### src/common/cmpPkg.sv
// Compare execution unit shared definitions
// Opcodes, function codes, control structs and condition vector bit positions
`default_nettype none

package cmpPkg;

	// Major opcodes with the size variants folded into one code per class
	typedef enum logic [6:0] {
		OP_BRK   = 7'd0,
		OP_R3    = 7'd2,
		OP_ADDI  = 7'd4,
		OP_CMPI  = 7'd11,
		OP_CMPUI = 7'd12,
		OP_FLT3  = 7'd13,
		OP_NOP   = 7'd127
	} opcode_t;

	// Function codes for the register and float classes
	typedef enum logic [3:0] {
		FN_ADD  = 4'd0,
		FN_CMP  = 4'd3,
		FN_CMPU = 4'd4,
		FN_FCMP = 4'd6
	} func_t;

	// The low 21 bits carry register fields that this unit never looks at
	typedef struct packed {
		opcode_t     opcode;
		func_t       func;
		logic [20:0] rsvd;
	} instr_t;

	typedef logic [5:0] tag_t;

	// Control word that follows the operands down the pipeline
	typedef struct packed {
		instr_t instr;
		tag_t   tag;
	} cmpReq_t;

	// Relations and classes of two floating-point operands
	typedef struct packed {
		logic eq;
		logic lt;
		logic unord;
		logic bothInf;
		logic nan;
		logic snan;
		logic zeroPair;
	} fcmpFlags_t;

	// ========================================================================
	// Condition vector bit positions
	// ========================================================================

	// Integer compares
	localparam int CB_EQ = 0;
	localparam int CB_NE = 1;
	localparam int CB_LT = 2;
	localparam int CB_LE = 3;
	localparam int CB_GE = 4;
	localparam int CB_GT = 5;
	localparam int CB_BC = 6;
	localparam int CB_BS = 7;

	// Float compares where the U forms also hold when unordered
	localparam int FB_EQ    = 0;
	localparam int FB_NE    = 1;
	localparam int FB_LT    = 2;
	localparam int FB_LTU   = 3;
	localparam int FB_LE    = 4;
	localparam int FB_LEU   = 5;
	localparam int FB_GT    = 6;
	localparam int FB_GTU   = 7;
	localparam int FB_GE    = 8;
	localparam int FB_GEU   = 9;
	localparam int FB_OGL   = 10;
	localparam int FB_UGL   = 11;
	localparam int FB_ORD   = 12;
	localparam int FB_UNORD = 13;

endpackage

`default_nettype wire
### src/rtl/cmpTop.sv
// Compare execution unit top level
// Sets the operand width and brings the pipeline out to the pins
`timescale 1ns/1ps
`default_nettype none

module cmpTop
	import cmpPkg::*;
#(
	parameter int WID = 64
)
(
	input  wire logic           clk,
	input  wire logic           rstN,
	input  wire logic           issue,
	input  cmpReq_t             req,
	input  wire logic [WID-1:0] a,
	input  wire logic [WID-1:0] b,
	input  wire logic [WID-1:0] imm,
	output logic                done,
	output tag_t                doneTag,
	output logic [WID-1:0]      result
);

	// WID also picks the float format, so 16, 32, 64 and 128 are the legal values
	cmpExecute #(.WID(WID)) uExec (
		.clk     (clk),
		.rstN    (rstN),
		.issue   (issue),
		.req     (req),
		.a       (a),
		.b       (b),
		.imm     (imm),
		.done    (done),
		.doneTag (doneTag),
		.result  (result)
	);

endmodule

`default_nettype wire

### src/rtl/cmpExecute.sv
// Compare execute pipeline
// Operand stage and result stage around the combinational compare unit
`timescale 1ns/1ps
`default_nettype none

module cmpExecute
	import cmpPkg::*;
#(
	parameter int WID = 64
)
(
	input  wire logic           clk,
	input  wire logic           rstN,
	input  wire logic           issue,
	input  cmpReq_t             req,
	input  wire logic [WID-1:0] a,
	input  wire logic [WID-1:0] b,
	input  wire logic [WID-1:0] imm,
	output logic                done,
	output tag_t                doneTag,
	output logic [WID-1:0]      result
);

	// Everything the compare unit needs for one operation
	typedef struct packed {
		cmpReq_t        req;
		logic [WID-1:0] a;
		logic [WID-1:0] b;
		logic [WID-1:0] imm;
	} opStage_t;

	opStage_t       s1;
	logic           s1Valid;
	logic [WID-1:0] unitResult;
	logic           s2Valid;

	// ========================================================================
	// Stage 1 operand capture
	// ========================================================================

	always_ff @(posedge clk or negedge rstN)
	begin
		if (!rstN)
			s1Valid <= 1'b0;
		else
			s1Valid <= issue;
	end

	always_ff @(posedge clk)
	begin
		if (issue)
			s1 <= '{req: req, a: a, b: b, imm: imm};
	end

	cmpUnit #(.WID(WID)) uUnit (
		.instr  (s1.req.instr),
		.a      (s1.a),
		.b      (s1.b),
		.imm    (s1.imm),
		.result (unitResult)
	);

	// Stage 2 keeps the last result and tag until the next operation lands
	always_ff @(posedge clk or negedge rstN)
	begin
		if (!rstN)
		begin
			s2Valid <= 1'b0;
			result  <= '0;
			doneTag <= '0;
		end
		else
		begin
			s2Valid <= s1Valid;
			if (s1Valid)
			begin
				result  <= unitResult;
				doneTag <= s1.req.tag;
			end
		end
	end

	assign done = s2Valid;

endmodule

`default_nettype wire

### src/cmp/cmpUnit.sv
// Compare unit
// Decodes a compare instruction and forms the WID-bit condition vector
`timescale 1ns/1ps
`default_nettype none

module cmpUnit
	import cmpPkg::*;
#(
	parameter int WID = 64
)
(
	input  instr_t              instr,
	input  wire logic [WID-1:0] a,
	input  wire logic [WID-1:0] b,
	input  wire logic [WID-1:0] imm,
	output logic [WID-1:0]      result
);

	logic           useImm;
	logic [WID-1:0] second;
	logic           eq;
	logic           ltS;
	logic           ltU;
	logic           testBit;
	fcmpFlags_t     flags;
	logic           fGt;

	// Immediate forms replace b as the second operand
	assign useImm = (instr.opcode == OP_CMPI) | (instr.opcode == OP_CMPUI);
	assign second = useImm ? imm : b;

	intCompare #(.WID(WID)) uInt (
		.x       (a),
		.y       (second),
		.eq      (eq),
		.ltS     (ltS),
		.ltU     (ltU),
		.testBit (testBit)
	);

	// Float compare always works on the two registers
	fpCompare #(.WID(WID)) uFp (
		.a     (a),
		.b     (b),
		.flags (flags)
	);

	// Greater only when ordered and neither less nor equal
	assign fGt = ~flags.unord & ~flags.lt & ~flags.eq;

	// ========================================================================
	// Condition vector
	// ========================================================================

	always_comb
	begin
		result = '0;
		// Signed forms fill all eight integer bits
		if ((instr.opcode == OP_R3 && instr.func == FN_CMP) || instr.opcode == OP_CMPI)
		begin
			result[CB_EQ] = eq;
			result[CB_NE] = ~eq;
			result[CB_LT] = ltS;
			result[CB_LE] = ltS | eq;
			result[CB_GE] = ~ltS;
			result[CB_GT] = ~ltS & ~eq;
			result[CB_BC] = ~testBit;
			result[CB_BS] = testBit;
		end
		// Unsigned forms carry only the four orderings
		else if ((instr.opcode == OP_R3 && instr.func == FN_CMPU) ||
			instr.opcode == OP_CMPUI)
		begin
			result[CB_LT] = ltU;
			result[CB_LE] = ltU | eq;
			result[CB_GE] = ~ltU;
			result[CB_GT] = ~ltU & ~eq;
		end
		else if (instr.opcode == OP_FLT3 && instr.func == FN_FCMP)
		begin
			result[FB_EQ]    = flags.eq;
			result[FB_NE]    = ~flags.eq;
			result[FB_LT]    = flags.lt;
			result[FB_LTU]   = flags.unord | flags.lt;
			result[FB_LE]    = flags.lt | flags.eq;
			result[FB_LEU]   = flags.unord | flags.lt | flags.eq;
			result[FB_GT]    = fGt;
			result[FB_GTU]   = flags.unord | fGt;
			result[FB_GE]    = fGt | flags.eq;
			result[FB_GEU]   = flags.unord | fGt | flags.eq;
			result[FB_OGL]   = ~flags.unord & ~flags.eq;
			result[FB_UGL]   = flags.unord | ~flags.eq;
			result[FB_ORD]   = ~flags.nan;
			result[FB_UNORD] = flags.nan;
		end
	end

endmodule

`default_nettype wire

### src/cmp/intCompare.sv
// Integer compare
// Equality, signed and unsigned less-than, and a bit test of an operand pair
`timescale 1ns/1ps
`default_nettype none

module intCompare
#(
	parameter int WID = 64
)
(
	input  wire logic [WID-1:0] x,
	input  wire logic [WID-1:0] y,
	output logic                eq,
	output logic                ltS,
	output logic                ltU,
	output logic                testBit
);

	// Number of low bits of y that index a bit of x
	localparam int IDX = $clog2(WID);

	logic [IDX-1:0] bitIdx;

	// ========================================================================
	// Relations
	// ========================================================================

	assign eq = x == y;

	// Same magnitude compare, read once with and once without the sign
	assign ltS = $signed(x) < $signed(y);
	assign ltU = x < y;

	// Only the low bits of y take part in the bit test
	assign bitIdx = y[IDX-1:0];

	// The caller derives clear and set from this one bit
	assign testBit = x[bitIdx];

endmodule

`default_nettype wire

### src/cmp/fpCompare.sv
// Floating-point compare
// Classifies two IEEE operands of width WID and orders them
`timescale 1ns/1ps
`default_nettype none

module fpCompare
	import cmpPkg::*;
#(
	parameter int WID = 64
)
(
	input  wire logic [WID-1:0] a,
	input  wire logic [WID-1:0] b,
	output fcmpFlags_t          flags
);

	// Exponent width follows the IEEE half, single, double and quad formats
	localparam int EXP = (WID == 16) ? 5 : (WID == 32) ? 8 : (WID == 64) ? 11 : 15;
	localparam int MAN = WID - 1 - EXP;

	logic           signA;
	logic           signB;
	logic [EXP-1:0] expA;
	logic [EXP-1:0] expB;
	logic [MAN-1:0] manA;
	logic [MAN-1:0] manB;
	logic           nanA;
	logic           nanB;
	logic           snanA;
	logic           snanB;
	logic           infA;
	logic           infB;
	logic           zeroA;
	logic           zeroB;
	logic           magLt;
	logic           magEq;
	logic           unord;
	logic           zeroPair;

	// ========================================================================
	// Operand classification
	// ========================================================================

	assign {signA, expA, manA} = a;
	assign {signB, expB, manB} = b;

	// An all-ones exponent is either infinity or NaN, told apart by the mantissa
	assign nanA = (&expA) & (|manA);
	assign nanB = (&expB) & (|manB);
	assign infA = (&expA) & ~(|manA);
	assign infB = (&expB) & ~(|manB);

	// A NaN with the top mantissa bit clear is the signalling kind
	assign snanA = nanA & ~manA[MAN-1];
	assign snanB = nanB & ~manB[MAN-1];

	assign zeroA = ~(|expA) & ~(|manA);
	assign zeroB = ~(|expB) & ~(|manB);

	// ========================================================================
	// Ordering
	// ========================================================================

	// Exponent and mantissa together order like an unsigned magnitude
	assign magLt = a[WID-2:0] < b[WID-2:0];
	assign magEq = a[WID-2:0] == b[WID-2:0];

	assign unord    = nanA | nanB;
	assign zeroPair = zeroA & zeroB;

	// Two zeros compare equal whatever their signs
	assign flags.eq = ~unord & (zeroPair | ((signA == signB) & magEq));

	// With both negative the larger magnitude is the smaller value
	assign flags.lt = ~unord & ~zeroPair &
		((signA & ~signB) |
		 (~signA & ~signB & magLt) |
		 (signA & signB & ~magLt & ~magEq));

	assign flags.unord    = unord;
	assign flags.bothInf  = infA & infB;
	assign flags.nan      = unord;
	assign flags.snan     = snanA | snanB;
	assign flags.zeroPair = zeroPair;

endmodule

`default_nettype wire

### config.mk
export PLATFORM = sky130hd
export DESIGN_NAME = cmpTop
export DESIGN_NICKNAME = d
export VERILOG_FILES = /design/src/common/cmpPkg.sv /design/src/rtl/cmpTop.sv /design/src/rtl/cmpExecute.sv /design/src/cmp/cmpUnit.sv /design/src/cmp/intCompare.sv /design/src/cmp/fpCompare.sv
export SDC_FILE = /design/constraint.sdc
export NUM_CORES = 1
export LEC_CHECK = 0
export ABC_CLOCK_PERIOD_IN_PS = 9900
export BUFFER_PORTS_ARGS = -buffer_cell sky130_fd_sc_hd__buf_2
export CORE_UTILIZATION = 50
export DETAILED_ROUTE_END_ITERATION = 8
export PLACE_DENSITY = 0.75
export SYNTH_ARGS = -nofsm -noshare
export SYNTH_HDL_FRONTEND = slang
export SYNTH_SLANG_ARGS = --single-unit
### constraint.sdc
create_clock -name clk -period 9.9 [get_ports clk]
set_clock_uncertainty 0.15 [all_clocks]
set_input_delay 0.495 -clock clk [delete_from_list [all_inputs] [get_ports clk]]
set_output_delay 0.495 -clock clk [all_outputs]
set_load 0.01 [all_outputs]
==> flow_summary.ini, run 1 <==
[place]
port_buffers = 232
dp_hpwl_um = 22800
place_congestion = 0.872

[power]
combPwrFrac_pct = 16.9
power.share.sequential_pct = 48.4
power.share.clock_pct = 34.7
switching_power_mw = 0.677
power_density_nw_per_um2 = 153
power_mw = 2.53
p_leak_nw = 7.08
power.internal_mw = 1.85
p_sw_share_pct = 26.8
peakVddDrop_v = 0.000132

[global_route]
grt_pass1_vias = 10100
antenna_found_initial = 2
grtUsageTotal_pct = 27.1
grt_start_max_net_pins = 130
grt_overflow = 0
grt_pass1_wl_um = 53700

[synth]
ys_seq_area_share_pct = 54.2
synth_top_cell_area_share_pct = 49.8
yosysTopAreaCell = edfxtp_1
ys_seq_elements = 231
netlist_instances = 1003
async_reset_ff_share_pct = 9.52
synth-warning-count = 0
synth.distinct_cells = 62
ys.flop_type = edfxtp_1
synth_area_um2 = 12600
netlist_top_cells_area = edfxtp_1 (50%), ha_1 (13%), mux2i_1 (7.4%), dfrtp_1 (4.4%), buf_4 (3.0%)
synth_enable_flop_cells = 209
syn_avg_cell_area_um2 = 12.6

[routing]
ant_nets = 0
wirelength_um = 35200
avgViaCountPerCell = 5.61
route.vias.total = 9933
wl_per_cell_um = 19.9
route.detailed.drc = 0
drt_iter0_drc = 799
drtPass1Iterations = 5

[floorplanning]
dieHeight_um = 161
initial_core_util_pct = 51.3
die_w_um = 161
io_pins = 304
core-area_um2 = 24500
fp.dieArea_um2 = 25800
rows = 57

[timing]
setup_viol_count_final = 0
worst_slew_pin_slew_ps = 1140
post-route-period-util_pct = 54.9
min_period_ps = 5440
max_freq_mhz = 184
finalHoldViolCount = 0
rsz0062_at_grt = false
setup-tns-final_ps = 0
relSlewSlack_pct = 22.9
drv_slew = 0

[setup_path]
regToRegStartpoint = uExec.s1[223]$_DFFE_PP_
reg2reg_slack_ps = 4460
r2r-end = uExec.result[5]$_DFFE_PN0P_
worstSetupPathType = reg2reg
r2r_cells = 16
crit_chain = nand2b_1, or2_2, a21oi_4, buf_4, buf_4, mux2i_1, ha_1, and4_1, and2_1, nand4_1, or4_1, a21oi_1, nor4_1, buf_4, a221oi_1, a22oi_1
slowest_delay_ps = 650
crit_top_cell = buf_4
cp-start-kind = register
required_ps = 10130
endpoint_kind = register
worstPathArrival_ps = 5670
crit_slowest_cell = buf_4
path_max_fanout = 35

[clocking]
ctsHoldBuffers = 172
htree_levels = 1
clkSinkCount = 231
clkTransAtPathRegs_ps = 60
numCtsBuffers = 25
clk_latency_ps = 530
cts_tree = yes
cts-root-buf = clkbuf_16
post-cts-setup-buffers = 0
clockBufferDepth = 3
post_cts_resized = 0

[finish]
final_cell_mix = buf_2 (231), edfxtp_1 (209), dlygate4sd3_1 (184)
final_common_cell = buf_2
regArea_um2 = 6830
multiInputGateArea_um2 = 5210
fill_cells = 1793
fin_nets = 1793
syn2layout_area_growth_pct = 31.2
drive_gt1_share_pct = 19.8

[min_path]
hp-class = in2reg
hp-start = req[37]
holdPathStages = 1
worstHoldEndpoint = uExec.s1[229]$_DFFE_PP_

[outcome]
status = finished, final reports clean

[job]
cap_violations = 0
-- layout make-up --
class                   count  area share (%)
flip-flops and latches    231            41.3
multi-input cells         676            31.6
repair buffers            420            18.4
clock buffers              32            3.95
well taps                 324            2.45
inverters                  76            1.73
clock inverters            12           0.561
diodes                      1          0.0151
-- metal layers --
metal  up-vias  wire length, um  track usage (%)
met5         -                0                0
met4         0             1350             10.5
met3        81             2020             3.87
met2       419            17300             46.7
met1      4795            14500             34.4
li1       4638                -                -
-- power groups by stage --
stage / combinational, mW / clock (mW) / sequential [mW]
final: 0.427 / 0.878 / 1.22
after global routing: 0.474 / 0.926 / 1.23
after CTS: 0.415 / 0.883 / 1.22
after detailed placement: 0.359 / 0 / 1.24
after global placement: 0.346 / 0 / 1.24
after floorplan: 0.244 / 0 / 1.21
-- flip-flops by register name, summed over array words and instances, names as in the netlist --
signal,flops
uExec.s1,209
uExec.result,14
uExec.doneTag,6
uExec.done,1
uExec.s1Valid,1
-- critical path, delay by kind of cell, from the launching register on --
family / cells / cell delay, ps
DFF: 1 / 630
adders and majority gates: 1 / 350
and+or+nand+nor: 7 / 1800
buffers and inverters: 3 / 1270
muxes: 1 / 200
AOI/OAI and AO/OA: 4 / 830
-- through the flow --
| stage | cell area [um2] | util, % | hold slack [ps] | instances | worst slack [ps] |
|---|---|---|---|---|---|
| after floorplan | 12800 | - | 49.4 | 1052 | 4990 |
| final | 16500 | 67.3 | 15.1 | 1772 | 4460 |
| after global placement | 13900 | 56.8 | 309 | 1543 | 4700 |
| after CTS | 16400 | 66.8 | 0.154 | 1759 | 4590 |
| after global routing | 16500 | 67.3 | 0.475 | 1772 | 4180 |
| after detailed placement | 13900 | 56.8 | 315 | 1543 | 4590 |
-- cell usage after synthesis (3+ instances only) --
| library cell | number |
|---|---|
| edfxtp_1 | 209 |
| ha_1 | 130 |
| mux2i_1 | 93 |
| inv_1 | 73 |
| buf_4 | 51 |
| a21oi_1 | 49 |
| nand2_1 | 46 |
| nor4_1 | 42 |
| nand4_1 | 41 |
| nand3_1 | 38 |
| a21o_1 | 27 |
| o21ai_0 | 25 |
| nor2_1 | 24 |
| dfrtp_1 | 22 |
| nor2b_1 | 10 |
| clkbuf_1 | 9 |
| nor3_1 | 9 |
| a31oi_1 | 7 |
| mux2_2 | 7 |
| a211oi_1 | 6 |
| nand2b_1 | 6 |
| a221oi_1 | 5 |
| buf_2 | 5 |
| a311oi_1 | 4 |
| and4_1 | 4 |
| o21a_1 | 4 |
| o2bb2ai_1 | 4 |
| buf_1 | 3 |
| nor3b_1 | 3 |
| o211ai_1 | 3 |
| or2_2 | 3 |
-- worst max-delay path by stage --
stage	startpoint	endpoint	depth (start not counted)
finish	uExec.s1[223]$_DFFE_PP_	uExec.result[5]$_DFFE_PN0P_	16
global route	uExec.s1[223]$_DFFE_PP_	uExec.result[5]$_DFFE_PN0P_	16
CTS	uExec.s1[228]$_DFFE_PP_	uExec.result[5]$_DFFE_PN0P_	15
detailed placement	uExec.s1[228]$_DFFE_PP_	uExec.result[5]$_DFFE_PN0P_	15
global placement	uExec.s1[227]$_DFFE_PP_	uExec.result[5]$_DFFE_PN0P_	15
floorplan	uExec.s1[228]$_DFFE_PP_	uExec.result[5]$_DFFE_PN0P_	16
-- kinds of logic (layout without fill, tap and decap cells) --
| kind of cell | Yosys count | after routing | share of synthesized area, % |
|---|---|---|---|
| DFF | 231 | 231 | 54.2 |
| buffers and inverters | 145 | 540 | 5.95 |
| AOI/OAI and AO/OA | 156 | 156 | 8.41 |
| adders and majority gates | 130 | 130 | 12.9 |
| and+or+nand+nor | 240 | 240 | 10.5 |
| muxes | 100 | 100 | 8.02 |
| other | 1 | 51 | 0.0298 |
No activity file was read; power rests on OpenSTA's default activity.
==> run 2, diff against run 1 <==
--- a/config.mk
+++ b/config.mk
@@ -5,7 +5,7 @@
 export SDC_FILE = /design/constraint.sdc
 export NUM_CORES = 1
 export LEC_CHECK = 0
-export ABC_CLOCK_PERIOD_IN_PS = 9900
+export ABC_CLOCK_PERIOD_IN_PS = 5400
 export BUFFER_PORTS_ARGS = -buffer_cell sky130_fd_sc_hd__buf_2
 export CORE_UTILIZATION = 50
 export DETAILED_ROUTE_END_ITERATION = 8
==> constraint.sdc (replaced) <==
create_clock -name clk -period 5.4 [get_ports clk]
set_clock_uncertainty 0.15 [all_clocks]
set_input_delay 0.27 -clock clk [delete_from_list [all_inputs] [get_ports clk]]
set_output_delay 0.27 -clock clk [all_outputs]
set_load 0.01 [all_outputs]
==> run 2 against run 1 <==
Register-to-register slack worse by 3800 ps. Clock power is 90% higher. Largest power group unchanged. Worst hold slack better by 82 ps. Cell count is 1.7% higher. Clock-buffer cell count is 2 lower. Critical endpoint unchanged.
==> flow_summary.ini, run 2 (synthesis results as in run 1) <==
[clocking]
cts-root-buf = clkbuf_16
clockBufferDepth = 3
clk_latency_ps = 540
numCtsBuffers = 26
clkTransAtPathRegs_ps = 60
clkSinkCount = 231
htree_levels = 1
cts_tree = yes

[finish]
final_common_cell = buf_2
final_cell_mix = buf_2 (231), dlygate4sd3_1 (210), edfxtp_1 (209)
drive_gt1_share_pct = 19.8
diodes = 0
largest_register_ffs = 209
fill_cells = 1752
syn2layout_area_growth_pct = 33.9
regMostFlops = uExec.s1
multiInputGateArea_um2 = 5210
regArea_um2 = 6830
reg_top3 = uExec.s1 (209), uExec.result (14), uExec.doneTag (6)
fin_nets = 1824

[routing]
ant_nets = 0
drt_iter0_drc = 738
wirelength_um = 36000
route.detailed.drc = 0
route.vias.total = 10000
wl_per_cell_um = 20.0
drtPass1Iterations = 5
avgViaCountPerCell = 5.57

[timing]
post-route-period-util_pct = 87.1
setup_viol_count_final = 0
drv_slew = 0
finalHoldViolCount = 0
relSlewSlack_pct = 20.2
min_period_ps = 4710
hold_slack_ps = 96.9
worst_slew_pin_slew_ps = 1190
rsz0062_at_grt = false
setup-tns-final_ps = 0
max_freq_mhz = 213

[outcome]
status = finished, final reports clean

[global_route]
grt_start_max_net_pins = 120
grt_pass1_vias = 10400
grtUsageTotal_pct = 27.9
grt_pass1_wl_um = 55400
antenna_found_initial = 0
grt_overflow = 0

[setup_path]
r2r-end = uExec.result[5]$_DFFE_PN0P_
r2r_cells = 14
worstPathArrival_ps = 4950
reg2reg_slack_ps = 690
worstSetupPathType = reg2reg
cp-start-kind = register
path_max_fanout = 60
endpoint_kind = register
regToRegStartpoint = uExec.s1[228]$_DFFE_PP_
required_ps = 5650

[floorplanning]
initial_core_util_pct = 51.3
die_w_um = 161
io_pins = 304
core-area_um2 = 24500
rows = 57
dieHeight_um = 161
fp.dieArea_um2 = 25800

[place]
place_congestion = 0.879
port_buffers = 232
dp_hpwl_um = 23000

[power]
p_leak_nw = 7.23
peakVddDrop_v = 0.000276
power_density_nw_per_um2 = 280

[min_path]
hp-class = in2async

[job]
cap_violations = 0
## run 2: final cells by class
type / instances / area share, %
Clock buffer: 30 / 4.08
Tap cell: 324 / 2.40
Multi-Input combinational cell: 676 / 30.9
Sequential cell: 231 / 40.5
Timing Repair Buffer: 450 / 19.8
Inverter: 76 / 1.69
Clock inverter: 15 / 0.564
## run 2: how the worst max path moves through the flow
stage,end,cells past startpoint,start
global placement,uExec.result[5]$_DFFE_PN0P_,14,uExec.s1[228]$_DFFE_PP_
finish,uExec.result[5]$_DFFE_PN0P_,14,uExec.s1[228]$_DFFE_PP_
CTS,uExec.result[5]$_DFFE_PN0P_,14,uExec.s1[228]$_DFFE_PP_
global route,uExec.result[5]$_DFFE_PN0P_,14,uExec.s1[228]$_DFFE_PP_
detailed placement,uExec.result[5]$_DFFE_PN0P_,14,uExec.s1[228]$_DFFE_PP_
floorplan,uExec.result[5]$_DFFE_PN0P_,16,uExec.s1[228]$_DFFE_PP_
## run 2: per-stage QoR
stage | instances | total power [mW] | utilization (%) | setup slack, ps | area (um2)
finish | 1802 | 4.72 | 68.7 | 695 | 16900
global route | 1802 | 4.91 | 68.7 | 414 | 16900
CTS | 1802 | 4.70 | 68.7 | 667 | 16900
detailed placement | 1547 | 2.94 | 57.0 | 699 | 14000
global placement | 1547 | 2.92 | 57.0 | 783 | 14000
floorplan | 1052 | 2.67 | - | 490 | 12800
## run 2: report_power, final
part	internal [mW]	total (mW)	switching [mW]
clock	0.948	1.67	0.719
sequential	2.11	2.24	0.133
combinational	0.397	0.808	0.410
## run 2: metal layers
| metal | GRT usage, % | part of all wire [%] |
|---|---|---|
| met2 | 48.1 | 49 |
| met1 | 35.5 | 41 |
| met4 | 10.9 | 4.1 |
| met5 | 0 | 0 |
| met3 | 4.05 | 6.0 |
## run 2: worst max-delay path, cell delays in order, from the launching register on
cell	delay, ps
edfxtp_1	410
or4b_1	720
a21oi_4	210
buf_12	370
mux2i_1	140
ha_1	440
nand4_1	140
nor2_1	340
nand4_1	210
or4_1	540
a21oi_1	140
nor4_1	70
buf_4	180
a221oi_1	350
a22oi_1	140
## run 2: timing repair
item / CTS / global route
endpoints found under the setup margin: 0 / 0
hold endpoints to repair: 231 / 0
setup buffers: 0 / 0
hold buffers: 210 / 0
resized for setup: 0 / 0
